## src/include/pxct_params.svh

```systemverilog
// Width definitions shared by the previous-context unit
`ifndef PXCT_PARAMS_SVH
`define PXCT_PARAMS_SVH

// Data path word
// Data path ports use PDP-10 bit order, bit 0 is the MSB
`define DATA_WIDTH 36

// Microcode memory reference address
`define ADDR_WIDTH 18

// AC block number, eight blocks of sixteen ACs
`define BLOCK_WIDTH 3

// APB address
// Bit 19 selects the fast-memory window
// Bit 18 marks a previous-context section
`define PADDR_WIDTH 20

// Accumulator references fall below this address
`define AC_LIMIT 16

`endif

```

## src/logic/pxctPkg.sv

```systemverilog
// Shared types of the previous-context unit: microcode control, requests and APB
`include "pxct_params.svh"

package pxctPkg;

   ////////////////////////////////////////////////////////////
   // Microcode side
   ////////////////////////////////////////////////////////////

   // Special function strobes
   // pxctEn and pxctOff may come together or alone
   typedef struct packed {
      logic loadAcBlk;
      logic pxctEn;
      logic pxctOff;
   } ucodeCtl;

   // Context selector carried by every memory reference
   typedef enum logic [2:0] {
      current  = 3'd0,   // Never previous
      e1Ea     = 3'd1,   // E1, PXCT EA
      e1D1     = 3'd2,
      d1Data   = 3'd3,   // D1, data or BLT destination
      bisSrcEa = 3'd4,
      e2Ptr    = 3'd5,   // E2, byte pointer EA
      bisDstEa = 3'd6,
      d2Data   = 3'd7    // D2, byte data or BLT source
   } pxctSelE;

   // Memory reference from the microcode
   typedef struct packed {
      logic [`ADDR_WIDTH-1:0] addr;
      logic                   write;
      logic [`DATA_WIDTH-1:0] wdata;
      pxctSelE                pxctSel;
   } memReq;

   // Current and previous AC block
   typedef struct packed {
      logic [`BLOCK_WIDTH-1:0] curBlock;
      logic [`BLOCK_WIDTH-1:0] prevBlock;
   } blockPair;

   // One APB reference, address already mapped
   typedef struct packed {
      logic [`PADDR_WIDTH-1:0] paddr;
      logic                    pwrite;
      logic [`DATA_WIDTH-1:0]  pwdata;
   } apbReq;

endpackage

```

## src/logic/contextBlocks.sv

```systemverilog
// AC block register holding the current and previous accumulator block
`include "pxct_params.svh"

module contextBlocks
(
   input  logic                   clk,
   input  logic                   rst,
   input  logic                   clken,
   input  pxctPkg::ucodeCtl       ctl,
   // PDP-10 bit order
   input  logic [0:`DATA_WIDTH-1] dp,
   output pxctPkg::blockPair      blocks
);

   // Load strobe, qualified by the clock enable
   logic load;

   assign load = clken && ctl.loadAcBlk;

   ////////////////////////////////////////////////////////////
   // Block register
   ////////////////////////////////////////////////////////////

   // Current block from dp 6..8, previous block from dp 9..11
   always_ff @(posedge clk)
   begin
      if (rst)
      begin
         blocks <= '0;
      end
      else if (load)
      begin
         blocks.curBlock  <= dp[6:8];
         blocks.prevBlock <= dp[9:11];
      end
   end

   // Loaded block bits must be known on the load edge
   loadKnown : assert property (@(posedge clk) disable iff (rst)
      load |-> !$isunknown(dp[6:11]));

endmodule

```

## src/logic/pxctDecode.sv

```systemverilog
// PXCT register and decode of the reference context selector into previous-enable
`include "pxct_params.svh"

module pxctDecode
(
   input  logic                   clk,
   input  logic                   rst,
   input  logic                   clken,
   input  pxctPkg::ucodeCtl       ctl,
   // PDP-10 bit order
   input  logic [0:`DATA_WIDTH-1] dp,
   input  pxctPkg::pxctSelE       pxctSel,
   output logic                   prevEn
);

   // PXCT enable
   logic       pxctOn;
   // E1, D1, E2 and D2 numbered as in the XCT AC field
   logic [9:12] pxctBits;

   ////////////////////////////////////////////////////////////
   // PXCT register
   ////////////////////////////////////////////////////////////

   // pxctOff only acts together with pxctEn
   always_ff @(posedge clk)
   begin
      if (rst)
      begin
         pxctOn   <= 1'b0;
         pxctBits <= '0;
      end
      else if (clken && ctl.pxctEn)
      begin
         pxctOn   <= !ctl.pxctOff;
         pxctBits <= dp[9:12];
      end
   end

   ////////////////////////////////////////////////////////////
   // Selector decode
   ////////////////////////////////////////////////////////////

   always_comb
   begin
      prevEn = 1'b0;
      if (pxctOn)
      begin
         case (pxctSel)
            pxctPkg::current  : prevEn = 1'b0;
            pxctPkg::e1Ea     : prevEn = pxctBits[9];
            pxctPkg::e1D1     : prevEn = pxctBits[10] && pxctBits[9];
            pxctPkg::d1Data   : prevEn = pxctBits[10];
            // Two-operand strings also need E1
            pxctPkg::bisSrcEa : prevEn = pxctBits[11] && pxctBits[9];
            pxctPkg::e2Ptr    : prevEn = pxctBits[11];
            pxctPkg::bisDstEa : prevEn = pxctBits[12] && pxctBits[9];
            pxctPkg::d2Data   : prevEn = pxctBits[12];
            default           : prevEn = 1'b0;
         endcase
      end
   end

   // Context bits and off strobe must be known on the load edge
   pxctLoadKnown : assert property (@(posedge clk) disable iff (rst)
      (clken && ctl.pxctEn) |-> !$isunknown({ctl.pxctOff, dp[9:12]}));

endmodule

```

## src/logic/contextAddress.sv

```systemverilog
// Maps a memory reference to a physical address and holds it for the APB master
`include "pxct_params.svh"

module contextAddress
(
   input  logic              clk,
   input  logic              rst,
   // Microcode request
   input  logic              reqValid,
   input  pxctPkg::memReq    req,
   output logic              reqReady,
   // Context from the two registers
   input  pxctPkg::blockPair blocks,
   input  logic              prevEn,
   // Holding stage toward the master
   output logic              holdValid,
   output pxctPkg::apbReq    held,
   input  logic              holdTaken
);

   logic                    accept;
   logic [`BLOCK_WIDTH-1:0] block;
   pxctPkg::apbReq          nextHeld;

   // One-entry stage, ready only while empty
   assign reqReady = !holdValid;
   assign accept   = reqValid && reqReady;

   // Previous block when the reference runs in previous context
   assign block = prevEn ? blocks.prevBlock : blocks.curBlock;

   ////////////////////////////////////////////////////////////
   // Address mapping
   ////////////////////////////////////////////////////////////

   always_comb
   begin
      nextHeld = '0;
      if (req.addr < `ADDR_WIDTH'(`AC_LIMIT))
      begin
         // Fast-memory window, block then AC number
         nextHeld.paddr[`PADDR_WIDTH-1]     = 1'b1;
         nextHeld.paddr[4 +: `BLOCK_WIDTH]  = block;
         nextHeld.paddr[3:0]                = req.addr[3:0];
      end
      else
      begin
         // Main memory, section bit 18 from context
         nextHeld.paddr[`PADDR_WIDTH-2]     = prevEn;
         nextHeld.paddr[`ADDR_WIDTH-1:0]    = req.addr;
      end
      nextHeld.pwrite = req.write;
      nextHeld.pwdata = req.wdata;
   end

   ////////////////////////////////////////////////////////////
   // Holding stage
   ////////////////////////////////////////////////////////////

   always_ff @(posedge clk)
   begin
      if (rst)
         holdValid <= 1'b0;
      else if (accept)
         holdValid <= 1'b1;
      else if (holdTaken)
         holdValid <= 1'b0;
   end

   // Payload only
   always_ff @(posedge clk)
   begin
      if (accept)
         held <= nextHeld;
   end

   // Master must not take an empty stage
   takeOnlyHeld : assert property (@(posedge clk) disable iff (rst)
      holdTaken |-> holdValid);

endmodule

```

## src/logic/apbRefMaster.sv

```systemverilog
// APB master running one transfer per held reference and returning the response
`include "pxct_params.svh"

module apbRefMaster
(
   input  logic                    clk,
   input  logic                    rst,
   // Holding stage
   input  logic                    holdValid,
   input  pxctPkg::apbReq          held,
   output logic                    holdTaken,
   // APB
   output logic                    psel,
   output logic                    penable,
   output logic [`PADDR_WIDTH-1:0] paddr,
   output logic                    pwrite,
   output logic [`DATA_WIDTH-1:0]  pwdata,
   input  logic [`DATA_WIDTH-1:0]  prdata,
   input  logic                    pready,
   // Response
   output logic                    respValid,
   output logic [`DATA_WIDTH-1:0]  respData
);

   typedef enum logic [1:0] {
      stIdle,
      stSetup,
      stAccess
   } stateE;

   stateE          state;
   pxctPkg::apbReq xfer;
   logic           done;
   logic           start;

   // Access phase ends on pready
   assign done  = (state == stAccess) && pready;
   // New setup from idle or straight after a finished access
   assign start = holdValid && ((state == stIdle) || done);

   ////////////////////////////////////////////////////////////
   // FSM
   ////////////////////////////////////////////////////////////

   always_ff @(posedge clk)
   begin
      if (rst)
         state <= stIdle;
      else if (start)
         state <= stSetup;
      else if (state == stSetup)
         state <= stAccess;
      else if (done)
         state <= stIdle;
   end

   // Own copy since the stage may refill during access
   always_ff @(posedge clk)
   begin
      if (start)
         xfer <= held;
   end

   // Stage is released in the setup cycle
   assign holdTaken = (state == stSetup);

   assign psel    = (state != stIdle);
   assign penable = (state == stAccess);
   assign paddr   = xfer.paddr;
   assign pwrite  = xfer.pwrite;
   assign pwdata  = xfer.pwdata;

   ////////////////////////////////////////////////////////////
   // Response
   ////////////////////////////////////////////////////////////

   always_ff @(posedge clk)
   begin
      if (rst)
         respValid <= 1'b0;
      else
         respValid <= done;
   end

   // Writes answer zero
   always_ff @(posedge clk)
   begin
      if (done)
         respData <= xfer.pwrite ? '0 : prdata;
   end

   // Held payload stays put until the master takes it
   heldStable : assert property (@(posedge clk) disable iff (rst)
      (holdValid && !holdTaken) |=> $stable(held));

   // Read data known when a read completes
   readKnown : assert property (@(posedge clk) disable iff (rst)
      (done && !xfer.pwrite) |-> !$isunknown(prdata));

endmodule

```

## src/logic/pxctUnit.sv

```systemverilog
// Previous-context unit top: context registers, address mapping and APB master
`include "pxct_params.svh"

module pxctUnit
(
   input  logic                    clk,
   input  logic                    rst,
   input  logic                    clken,
   // Microcode control and data path
   input  pxctPkg::ucodeCtl        ctl,
   input  logic [0:`DATA_WIDTH-1]  dp,
   // Memory reference handshake
   input  logic                    reqValid,
   output logic                    reqReady,
   input  pxctPkg::memReq          req,
   // Response
   output logic                    respValid,
   output logic [`DATA_WIDTH-1:0]  respData,
   // APB
   output logic                    psel,
   output logic                    penable,
   output logic [`PADDR_WIDTH-1:0] paddr,
   output logic                    pwrite,
   output logic [`DATA_WIDTH-1:0]  pwdata,
   input  logic [`DATA_WIDTH-1:0]  prdata,
   input  logic                    pready
);

   pxctPkg::blockPair blocks;
   logic              prevEn;
   logic              holdValid;
   logic              holdTaken;
   pxctPkg::apbReq    held;

   // Context registers side by side
   contextBlocks blocks0 (.clk, .rst, .clken, .ctl, .dp, .blocks);

   pxctDecode decode0 (.clk, .rst, .clken, .ctl, .dp, .pxctSel(req.pxctSel), .prevEn);

   // Mapping and holding stage
   contextAddress addr0 (.clk, .rst, .reqValid, .req, .reqReady, .blocks, .prevEn,
                         .holdValid, .held, .holdTaken);

   // APB side
   apbRefMaster master0 (.clk, .rst, .holdValid, .held, .holdTaken, .psel, .penable,
                         .paddr, .pwrite, .pwdata, .prdata, .pready, .respValid,
                         .respData);

endmodule

```

## config.mk

```make
export PLATFORM = sky130hd
export DESIGN_NAME = pxctUnit
export DESIGN_NICKNAME = d
export VERILOG_FILES = /design/src/logic/pxctPkg.sv /design/src/logic/contextBlocks.sv /design/src/logic/pxctDecode.sv /design/src/logic/contextAddress.sv /design/src/logic/apbRefMaster.sv /design/src/logic/pxctUnit.sv
export VERILOG_INCLUDE_DIRS = /design/src /design/src/include
export SDC_FILE = /design/constraint.sdc
export NUM_CORES = 1
export LEC_CHECK = 0
export BUFFER_PORTS_ARGS = -buffer_cell sky130_fd_sc_hd__buf_2
export CAP_MARGIN = 5
export CORE_ASPECT_RATIO = 1.2
export CORE_MARGIN = 8
export CORE_UTILIZATION = 35
export DETAILED_ROUTE_END_ITERATION = 16
export PLACE_DENSITY = 0.68
export SETUP_SLACK_MARGIN = 0.2
export SLEW_MARGIN = 20
export SYNTH_ARGS = -nofsm -noshare
export SYNTH_HDL_FRONTEND = slang
export SYNTH_SLANG_ARGS = --single-unit
```

## constraint.sdc

```tcl
create_clock -name clk -period 6.69 [get_ports clk]
set_input_delay 0.669 -clock clk [delete_from_list [all_inputs] [get_ports clk]]
set_output_delay 0.669 -clock clk [all_outputs]
set_load 0.02 [all_outputs]
```

==> impl_metrics.py, run 1 <==
metrics = {
    "outcome": {
        "status": "finished clean",
    },
    "route": {
        "routed_wirelength_um": 12200,
        "avgViaCountPerCell": 4.38,
        "dr_total_vias": 3178,
        "post-route-drc-count": 0,
        "drt-wirelength-per-cell_um": 16.8,
        "drtAntennaViolNets": 0,
        "detail_route.iter0.violations": 146,
        "drtPass1Iterations": 4,
    },
    "clock_network": {
        "insertion_delay_ns": 0.42,
        "cts-buffers-inserted": 17,
        "cell_at_the_root_of_the_clock_tree": "sky130_fd_sc_hd__clkbuf_16",
        "post_cts_sizing_count": 0,
        "clkTransAtPathRegs_ns": 0.06,
        "tritoncts": "yes",
        "cts_hold_buffers": 0,
        "clockBufferDepth": 2,
        "deepest_level_of_the_cts_h_tree": 4,
        "cts_sink_cnt": 165,
        "cts_setup_buffers": 0,
    },
    "power": {
        "power_leakage_nw": 2.87,
        "power.share.clock_pct": 41.0,
        "p_comb_share_pct": 6.7,
        "peak_vdd_ir_uv": 133,
        "total_switching_power_mw": 0.508,
        "power_frac_seq_pct": 52.3,
        "power_per_cell_area_nw_per_um2": 312,
        "power.share.switching_pct": 22.1,
        "power_mw": 2.30,
        "power_report.internal_total_mw": 1.79,
    },
    "sta": {
        "final_max_slew_viol_count": 0,
        "setup_viol": 0,
        "worst_rel_slew_slack_pct": 61.5,
        "post-route-min-period_ns": 2.16,
        "timing.clock.skew_ns": 0.00800,
        "max_clock_freq_mhz": 463,
        "grt_setup_unrepaired": "false",
        "worst_pin_slew_ns": 0.578,
        "period_share_pct": 32.3,
        "final.setup.worst_slack_ns": 4.53,
        "setup-tns-final_ns": 0,
        "final_hold_violations": 0,
    },
    "floorplanning": {
        "die_x_um": 131,
        "io_pins": 235,
        "num_rows": 50,
        "floorplan.initialDensity_pct": 35.6,
        "floorplan.die.height_um": 154,
        "floorplan.die_area_um2": 20100,
        "core_um2": 15500,
    },
    "hold_path": {
        "holdPathEnd": "master0.pwdata[10]",
        "hold_path_class": "reg2reg",
        "worst_hold_depth": 0,
        "hp-start": "addr0.held[10]",
    },
    "yosys": {
        "syn_area_um2": 5530,
        "synth_seq_cells": 165,
        "synth-seq-area-share_pct": 86.9,
        "synth.yosys.warnings": 0,
        "synth_nets": 431,
        "syn_inst": 293,
        "post_synth_num_cell_types": 26,
        "synth_area_per_cell_um2": 18.9,
    },
    "placed_design": {
        "place_congestion": 0.782,
        "port_buffers": 205,
        "dp_worst_setup_slack_ns": 4.24,
        "dp_hpwl_um": 9240,
        "placedInstanceArea_um2": 6780,
    },
    "global_route": {
        "grt.overflow.total": 0,
        "global_route.usage.met1_pct": 11.8,
        "grtUsageMet3_pct": 5.33,
        "antenna_found_initial": 0,
        "wire_length_of_the_first_global_routing_pass_um": 18200,
        "grt_pass1_vias": 3340,
        "global_route.usage.total_pct": 12.3,
        "globalRoute.busiestLayer": "met2",
        "gr-usage-met2_pct": 22.0,
        "pin_count_of_the_biggest_net_entering_global_routing": 44,
    },
    "layout": {
        "flow.area_growth_from_synthesis_pct": 33.5,
        "layout.cells.most_common_list": "sky130_fd_sc_hd__buf_2, sky130_fd_sc_hd__edfxtp_1, sky130_fd_sc_hd__nor2b_1, sky130_fd_sc_hd__clkbuf_16",
        "finish.net_count": 642,
        "layout.core_utilization_pct": 47.5,
        "layout.cell_area.non_filler_um2": 7380,
        "number_of_inserted_diodes": 0,
        "drive_gt1_share_pct": 48.7,
        "area_of_the_multi_input_gates_um2": 642,
        "ff_latch_area_um2": 4800,
        "mostFrequentLayoutCell": "sky130_fd_sc_hd__buf_2",
        "nFillCells": 1394,
    },
    "worst_setup_path": {
        "cp.buffers_inverters": 2,
        "worstSetupStartpointType": "flop",
        "crit_chain": "buf_8 -> buf_2",
        "max_fo_critical_path": 25,
        "worst_path_max_delay_cell": "sky130_fd_sc_hd__edfxtp_1",
        "r2r_cells": 3,
        "cp.required_ns": 6.02,
        "criticalPathCategory": "reg2out",
        "worst_ep_arrival_time_ns": 1.49,
        "reg2reg_to": "master0.paddr[3]",
        "cp_capture_type": "output port",
        "worstReg2RegStart": "master0.state[0]",
        "slack_of_the_worst_reg_to_reg_path_ns": 4.71,
        "path_delay_family": "flip-flops",
        "crit_path_max_incr_delay_ns": 0.62,
    },
    "run": {
        "max-cap-violations": 0,
    },
}
power groups by stage:
| stage | Clock, mW | Sequential [mW] | Combinational, mW |
|---|---|---|---|
| 3_5_place_dp | 0 | 1.23 | 0.154 |
| 2_1_floorplan | 0 | 1.26 | 0.0444 |
| 3_3_place_gp | 0 | 1.22 | 0.150 |
| 6_report | 0.944 | 1.20 | 0.154 |
| 5_1_grt | 1.01 | 1.21 | 0.167 |
| 4_1_cts | 0.969 | 1.21 | 0.155 |
cells by family after synthesis:
logic type             synth area share [%]
DFF                                    86.9
AOI/OAI and AO/OA                      2.65
and+or+nand+nor                        8.26
buffers and inverters                  1.70
muxes                                 0.453
Yosys cell counts:
library cell | instances | area [um2]
sky130_fd_sc_hd__nor2_1 | 7 | 26.3
sky130_fd_sc_hd__a311oi_1 | 1 | 8.76
sky130_fd_sc_hd__mux2_4 | 1 | 15.0
sky130_fd_sc_hd__and2_1 | 1 | 6.26
sky130_fd_sc_hd__a22oi_2 | 1 | 12.5
sky130_fd_sc_hd__nor2b_4 | 1 | 13.8
sky130_fd_sc_hd__nor4_1 | 4 | 25.0
sky130_fd_sc_hd__or2_2 | 1 | 6.26
sky130_fd_sc_hd__nor3_1 | 1 | 5.00
sky130_fd_sc_hd__edfxtp_1 | 150 | 4500
sky130_fd_sc_hd__nand2_1 | 15 | 56.3
sky130_fd_sc_hd__o211ai_2 | 3 | 37.5
sky130_fd_sc_hd__buf_4 | 1 | 7.51
sky130_fd_sc_hd__a22oi_1 | 1 | 7.51
sky130_fd_sc_hd__nand4_1 | 3 | 18.8
sky130_fd_sc_hd__mux2i_1 | 1 | 10.0
sky130_fd_sc_hd__inv_1 | 7 | 26.3
sky130_fd_sc_hd__o21ai_0 | 1 | 5.00
sky130_fd_sc_hd__o21a_4 | 1 | 15.0
sky130_fd_sc_hd__dfxtp_1 | 15 | 300
sky130_fd_sc_hd__and2_4 | 1 | 8.76
sky130_fd_sc_hd__a21oi_1 | 12 | 60.1
sky130_fd_sc_hd__clkbuf_1 | 16 | 60.1
sky130_fd_sc_hd__nor2b_1 | 37 | 231
sky130_fd_sc_hd__nand3_1 | 10 | 50.1
sky130_fd_sc_hd__and4_1 | 1 | 8.76
worst max-delay path by stage:
stage,end,cells past startpoint,from,slack [ns]
3_5_place_dp,master0.pwdata[13],5,pready,4.24
4_1_cts,pwrite,1,master0.pwrite,4.11
2_1_floorplan,addr0.held[0],1,reqValid,3.03
6_report,pwrite,2,master0.pwrite,4.53
5_1_grt,pwrite,2,master0.pwrite,4.42
3_3_place_gp,master0.pwdata[3],5,pready,4.33
state kept, by name (all words and copies together), names as in the netlist:
| register | count |
|---|---|
| blocks0.blocks | 6 |
| master0.pwrite | 1 |
| master0.state | 2 |
| master0.respData | 36 |
| addr0.held | 57 |
| master0.respValid | 1 |
| addr0.holdValid | 1 |
| decode0.pxctOn | 1 |
| master0.paddr | 20 |
| decode0.pxctBits | 4 |
| master0.pwdata | 36 |
per-stage QoR:
stage / hold WS (ns) / instances
2_1_floorplan: 0.400 / 293
3_3_place_gp: 0.400 / 692
3_5_place_dp: 0.405 / 692
6_report: 0.413 / 725
5_1_grt: 0.390 / 725
4_1_cts: 0.394 / 724
area by class of cell:
cell class              count  area share [%]
flip-flops and latches    165            65.1
repair buffers            209            14.4
well taps                 208            3.53
clock inverters            15            2.09
multi-input cells         104            8.70
inverters                   7           0.356
clock buffers              17            5.77
layer usage:
metal / vias up / routed length [um] / part of all wire [%]
met1: 1530 / 4190 / 34
met5: - / 0 / 0
met4: 0 / 209 / 1.7
met2: 132 / 6500 / 53
li1: 1500 / - / -
met3: 16 / 1290 / 11
worst register-to-register path: stages, from the launching register on:
cell and delay [ns]:
sky130_fd_sc_hd__dfxtp_1 0.37, sky130_fd_sc_hd__a21oi_1 0.24, sky130_fd_sc_hd__and2_2 0.42, sky130_fd_sc_hd__buf_4 0.55
Note: power is estimated with default switching activity, not from simulation.
==> run 2, diff against run 1 <==
--- a/config.mk
+++ b/config.mk
@@ -6,6 +6,7 @@
 export SDC_FILE = /design/constraint.sdc
 export NUM_CORES = 1
 export LEC_CHECK = 0
+export ABC_AREA = 1
 export BUFFER_PORTS_ARGS = -buffer_cell sky130_fd_sc_hd__buf_2
 export CAP_MARGIN = 5
 export CORE_ASPECT_RATIO = 1.2
==> constraint.sdc (replaced) <==
create_clock -name clk -period 2.04 [get_ports clk]
set_input_delay 0.204 -clock clk [delete_from_list [all_inputs] [get_ports clk]]
set_output_delay 0.204 -clock clk [all_outputs]
set_load 0.02 [all_outputs]
==> run 2 against run 1 <==
Net effect:
- sequential share of layout area decreased by 5.3 points
- final cell count increased by 16%
- synthesized cell count increased by 21%
- sequential power increased to 3.3 times the previous value
- critical path depth increased by 2
- largest power group unchanged
==> impl_metrics.py, run 2 <==
metrics = {
    "route": {
        "avgViaCountPerCell": 4.26,
        "drtAntennaViolNets": 0,
        "drt-wirelength-per-cell_um": 15.2,
        "detail_route.iter0.violations": 129,
        "routed_wirelength_um": 12800,
        "dr_total_vias": 3587,
        "post-route-drc-count": 0,
        "drtPass1Iterations": 6,
    },
    "yosys": {
        "number_of_flops_mapped_to_enable_cells_by_yosys": 150,
        "synth_area_per_cell_um2": 15.8,
        "synth.area.top_cells": "sky130_fd_sc_hd__edfxtp_1, sky130_fd_sc_hd__dfxtp_1, sky130_fd_sc_hd__inv_1",
        "synth_nets": 492,
        "most_common_cell_in_the_synthesized_netlist": "sky130_fd_sc_hd__edfxtp_1",
        "cell_type_contributing_the_most_total_cell_area_after_synthesis": "sky130_fd_sc_hd__edfxtp_1",
        "syn_inst": 354,
        "netlist_top_cells_count": "sky130_fd_sc_hd__edfxtp_1, sky130_fd_sc_hd__inv_1, sky130_fd_sc_hd__nor2_1",
        "yosys_most_used_dff": "sky130_fd_sc_hd__edfxtp_1",
        "async_reset_ff_share_pct": 0,
        "synth.yosys.warnings": 0,
        "synth_top_area_share_pct": 80.6,
        "synth_seq_cells": 165,
        "syn_area_um2": 5590,
        "post_synth_num_cell_types": 17,
        "synth-seq-area-share_pct": 85.9,
    },
    "global_route": {
        "antenna_found_initial": 1,
        "global_route.usage.total_pct": 12.8,
        "wire_length_of_the_first_global_routing_pass_um": 20300,
        "grt.overflow.total": 0,
        "pin_count_of_the_biggest_net_entering_global_routing": 38,
        "grt_pass1_vias": 3941,
    },
    "worst_setup_path": {
        "worstReg2RegStart": "addr0.holdValid",
        "cp.required_ns": 2.21,
        "cp_capture_type": "flop",
        "critPathLaunch": "addr0.holdValid",
        "max_fo_critical_path": 21,
        "criticalPathCategory": "reg2reg",
        "worst_ep_arrival_time_ns": 1.67,
        "slack_of_the_worst_reg_to_reg_path_ns": 0.53,
        "worstSetupStartpointType": "flop",
    },
    "floorplanning": {
        "floorplan.die_area_um2": 20300,
        "num_rows": 50,
        "floorplan.initialDensity_pct": 35.7,
        "floorplan.die.height_um": 154,
        "core_um2": 15600,
        "die_x_um": 131,
        "io_pins": 235,
    },
    "clock_network": {
        "cts_hold_buffers": 52,
        "cell_at_the_root_of_the_clock_tree": "sky130_fd_sc_hd__clkbuf_16",
        "insertion_delay_ns": 0.41,
        "cts-buffers-inserted": 17,
        "clockBufferDepth": 2,
        "deepest_level_of_the_cts_h_tree": 4,
        "clkTransAtPathRegs_ns": 0.06,
        "tritoncts": "yes",
        "post_cts_sizing_count": 0,
        "cts_sink_cnt": 165,
        "cts_setup_buffers": 0,
    },
    "layout": {
        "max_reg_flops": 57,
        "ff_latch_area_um2": 4810,
        "flow.area_growth_from_synthesis_pct": 43.7,
        "nFillCells": 1332,
        "layout.cells.most_common_list": "sky130_fd_sc_hd__buf_2, sky130_fd_sc_hd__edfxtp_1, sky130_fd_sc_hd__inv_1, sky130_fd_sc_hd__nor2_1, sky130_fd_sc_hd__dlygate4sd3_1",
        "layout.core_utilization_pct": 51.4,
        "layout.cell_area.non_filler_um2": 8040,
        "drive_gt1_share_pct": 39.8,
        "mostFrequentLayoutCell": "sky130_fd_sc_hd__buf_2",
        "finish.net_count": 758,
        "post_layout_nonfiller_instances": 843,
        "area_of_the_multi_input_gates_um2": 526,
        "largest-register": "addr0.held",
    },
    "sta": {
        "finalHoldWorstSlack_ns": 0.0342,
        "final_hold_violations": 0,
        "period_share_pct": 73.9,
        "setup-tns-final_ns": 0,
        "final.setup.worst_slack_ns": 0.533,
        "max_clock_freq_mhz": 663,
        "setup_viol": 0,
        "worst_pin_slew_ns": 0.437,
        "worst_rel_slew_slack_pct": 70.8,
        "post-route-min-period_ns": 1.51,
        "final_max_slew_viol_count": 0,
        "grt_setup_unrepaired": "false",
        "timing.clock.skew_ns": 0.00823,
    },
    "run": {
        "max-cap-violations": 0,
    },
    "hold_path": {
        "hp-start": "dp[8]",
        "hold_path_class": "in2reg",
    },
    "placed_design": {
        "placedInstanceArea_um2": 6920,
        "dp.cells": 757,
        "port_buffers": 205,
        "dp_hpwl_um": 9580,
        "place_congestion": 0.820,
        "dp_worst_setup_slack_ns": 0.511,
    },
    "power": {
        "power_leakage_nw": 3.36,
        "peak_vdd_ir_uv": 445,
        "power_mw": 7.80,
        "power_per_cell_area_nw_per_um2": 970,
    },
    "outcome": {
        "status": "finished clean",
    },
}
[run 2: path summary, 6_finish.rpt]
| path | end | cells after the start |
|---|---|---|
| worst max-delay path | addr0.held[36] | 4 |
| worst min-delay path | blocks0.blocks[3] | 3 |
| worst max register to register | addr0.held[36] | 4 |
| worst min register to register | master0.pwdata[3] | 0 |
[run 2: kinds of logic (layout without fill, tap and decap cells)]
kind of cell,after synthesis,in the layout,share of synthesized area [%]
simple gates,97,97,6.94
other cells,0,2,0
compound gates,19,19,2.15
flops,165,165,85.9
buf+inv,73,352,4.97
[run 2: metal layers]
layer  up-vias  global-route usage (%)  part of all wire, %
met5         -                       0                    0
met4         0                    5.86                  2.6
met3        25                    6.12                  7.8
met2       153                    22.8                   53
met1      1672                    12.3                   37
li1       1737                       -                    -
[run 2: power breakdown]
group,internal [mW],switching (mW)
registers,3.92,0.0512
clock network,1.92,1.23
logic,0.268,0.407
[run 2: worst max-delay path: stages, from the launching register on]
cell	delay [ns]
sky130_fd_sc_hd__dfxtp_1	0.36
sky130_fd_sc_hd__inv_1	0.06
sky130_fd_sc_hd__nand2_1	0.12
sky130_fd_sc_hd__clkinvlp_4	0.39
sky130_fd_sc_hd__buf_12	0.32
[run 2: area by class of cell]
cell class | count | share of cell area, %
Timing Repair Buffer | 263 | 20.3
Inverter | 57 | 2.76
Multi-Input combinational cell | 116 | 6.54
Clock inverter | 13 | 1.93
Sequential cell | 165 | 59.8
Antenna cell | 2 | 0.0623
Clock buffer | 19 | 5.39
Tap cell | 208 | 3.24
==> run 3, diff against run 2 <==
==> constraint.sdc (replaced) <==
create_clock -name clk -period 1.56 [get_ports clk]
set_input_delay 0.156 -clock clk [delete_from_list [all_inputs] [get_ports clk]]
set_output_delay 0.156 -clock clk [all_outputs]
set_load 0.02 [all_outputs]
==> run 3 against run 2 <==
Net effect:
- clock skew shrank 0.0022 ns
- clock-buffer cell count shrank 1
- flip-flop and latch count is the same
- worst setup slack lost 0.39 ns
- core utilization grew 1.8 points
- wire length grew 4.9%
- non-clock buffer count grew 17
- clock power grew 39%
- register-to-register slack lost 0.39 ns
- cell area grew 3.5%
- largest cell class unchanged
- highest routed layer unchanged
==> impl_metrics.py, run 3 (same netlist as run 2, synthesis figures left out) <==
metrics = {
    "placed_design": {
        "placedInstanceArea_um2": 6950,
        "dp_hpwl_um": 9740,
        "port_buffers": 205,
        "place_congestion": 0.863,
    },
    "sta": {
        "setup_viol": 0,
        "max_clock_freq_mhz": 704,
        "period_share_pct": 91.0,
        "timing.clock.skew_ns": 0.00607,
        "final_hold_violations": 0,
        "post-route-min-period_ns": 1.42,
        "worst_rel_slew_slack_pct": 78.3,
        "final_max_slew_viol_count": 0,
        "grt_setup_unrepaired": "true",
        "finalHoldWorstSlack_ns": 0.0260,
        "setup-tns-final_ns": 0,
        "worst_pin_slew_ns": 0.325,
    },
    "layout": {
        "area_of_the_multi_input_gates_um2": 541,
        "mostFrequentLayoutCell": "sky130_fd_sc_hd__buf_2",
        "layout.cell_area.non_filler_um2": 8320,
        "nFillCells": 1305,
        "number_of_inserted_diodes": 0,
        "max_reg_flops": 57,
        "flow.area_growth_from_synthesis_pct": 48.8,
        "layout.core_utilization_pct": 53.2,
        "drive_gt1_share_pct": 41.4,
        "finish.net_count": 775,
        "ff_latch_area_um2": 4810,
        "layout.cells.most_common_list": "sky130_fd_sc_hd__buf_2, sky130_fd_sc_hd__edfxtp_1, sky130_fd_sc_hd__dlygate4sd3_1, sky130_fd_sc_hd__inv_1, sky130_fd_sc_hd__nor2_1",
        "largest-register": "addr0.held",
    },
    "worst_setup_path": {
        "criticalPathCategory": "reg2reg",
        "worst_path_max_delay_cell": "sky130_fd_sc_hd__dfxtp_2",
        "crit_chain": "inv_2 -> nor2_4 -> nand2_2 -> nand2_2 -> nand2_4 -> clkinvlp_4 -> buf_12 -> clkbuf_16",
        "cpMostUsedCell": "sky130_fd_sc_hd__nand2_2",
        "worstSetupStartpointType": "flop",
        "cp_num_cells": 8,
        "worst_ep_arrival_time_ns": 1.55,
        "crit_path_max_incr_delay_ns": 0.34,
        "r2r_cells": 8,
        "path_delay_family": "buffers and inverters",
        "cp.required_ns": 1.69,
        "max_fo_critical_path": 8,
        "cp_capture_type": "flop",
        "cp.buffers_inverters": 4,
    },
    "global_route": {
        "grt_pass1_vias": 4066,
        "grt.overflow.total": 0,
        "wire_length_of_the_first_global_routing_pass_um": 20900,
        "pin_count_of_the_biggest_net_entering_global_routing": 38,
        "antenna_found_initial": 0,
        "global_route.usage.total_pct": 13.1,
    },
    "hold_path": {
        "hold_path_class": "in2reg",
        "worst_hold_depth": 3,
    },
    "floorplanning": {
        "floorplan.die_area_um2": 20300,
        "die_x_um": 131,
        "core_um2": 15600,
        "floorplan.initialDensity_pct": 35.7,
        "io_pins": 235,
        "floorplan.die.height_um": 154,
        "num_rows": 50,
    },
    "clock_network": {
        "tritoncts": "yes",
        "clkTransAtPathRegs_ns": 0.06,
        "cts-buffers-inserted": 17,
        "insertion_delay_ns": 0.41,
        "cell_at_the_root_of_the_clock_tree": "sky130_fd_sc_hd__clkbuf_16",
        "cts_sink_cnt": 165,
        "deepest_level_of_the_cts_h_tree": 4,
        "clockBufferDepth": 2,
    },
    "outcome": {
        "status": "finished clean",
    },
    "power": {
        "power_mw": 10.6,
        "peak_vdd_ir_uv": 569,
        "power_per_cell_area_nw_per_um2": 1270,
        "power_leakage_nw": 3.48,
    },
    "route": {
        "avgViaCountPerCell": 4.29,
        "drt-wirelength-per-cell_um": 15.7,
        "post-route-drc-count": 0,
        "routed_wirelength_um": 13500,
        "detail_route.iter0.violations": 145,
        "drtPass1Iterations": 4,
        "drtAntennaViolNets": 0,
        "dr_total_vias": 3684,
    },
    "run": {
        "max-cap-violations": 0,
    },
}
==> run 3: cell types whose count changed in the layout (fill, tap and decap cells not counted), sizes merged, moves of 2 or more <==
| cell | delta |
|---|---|
| inv | +3 |
| diode | -2 |
| clkinv | -5 |
| clkinvlp | +2 |
| dlygate4sd3 | +6 |
| buf | +9 |
==> run 3: path summary, 6_finish.rpt <==
| kind | startpoint | slack, ns | endpoint |
|---|---|---|---|
| hold reg to reg | addr0.held[25] | 0.42 | master0.pwdata[25] |
| setup reg to reg | master0.state[1] | 0.14 | master0.paddr[9] |
| setup / recovery | master0.state[1] | 0.14 | master0.paddr[9] |
| hold / removal | prdata[5] | 0.03 | master0.respData[5] |
==> run 3: report_power, final <==
group	total, mW	internal, mW	switching [mW]
Clock	4.37	2.70	1.67
Sequential	5.20	5.13	0.0704
Combinational	0.995	0.432	0.563
==> run 3: tightest hold or removal path, stage by stage <==
cell	delay, ns
sky130_fd_sc_hd__buf_2	0.07
sky130_fd_sc_hd__inv_1	0.03
sky130_fd_sc_hd__nor2_1	0.07
==> run 3: per-layer routing <==
| metal | GRT usage [%] | vias to the layer above | part of all wire, % |
|---|---|---|---|
| li1 | - | 1768 | - |
| met5 | 0 | - | 0 |
| met2 | 23.8 | 152 | 53 |
| met4 | 5.86 | 0 | 1.5 |
| met1 | 13.3 | 1748 | 38 |
| met3 | 4.76 | 16 | 7.3 |
==> run 3: what timing repair did <==
| item | CTS | global route |
|---|---|---|
| endpoints found under the setup margin | 51 | 59 |
| hold buffers | 58 | 0 |
| endpoints found under the hold margin | 58 | 0 |
| buffers inserted | 2 | 4 |
| resized for setup | 5 | 4 |
| gates cloned | 1 | 2 |
| pin swaps | 0 | 4 |
==> run 3: stage by stage <==
stage               setup WS, ns  cells
floorplan                 -0.316    354
global placement           0.186    759
detailed placement         0.131    759
CTS                        0.129    852
global route              0.0704    858
finish                     0.140    858
==> run 3: area by class of cell <==
cell class | instances | share of cell area, %
Multi-Input combinational cell | 116 | 6.50
Tap cell | 208 | 3.13
Inverter | 57 | 2.69
Timing Repair Buffer | 280 | 22.3
Clock inverter | 14 | 2.38
Clock buffer | 18 | 5.16
Sequential cell | 165 | 57.8
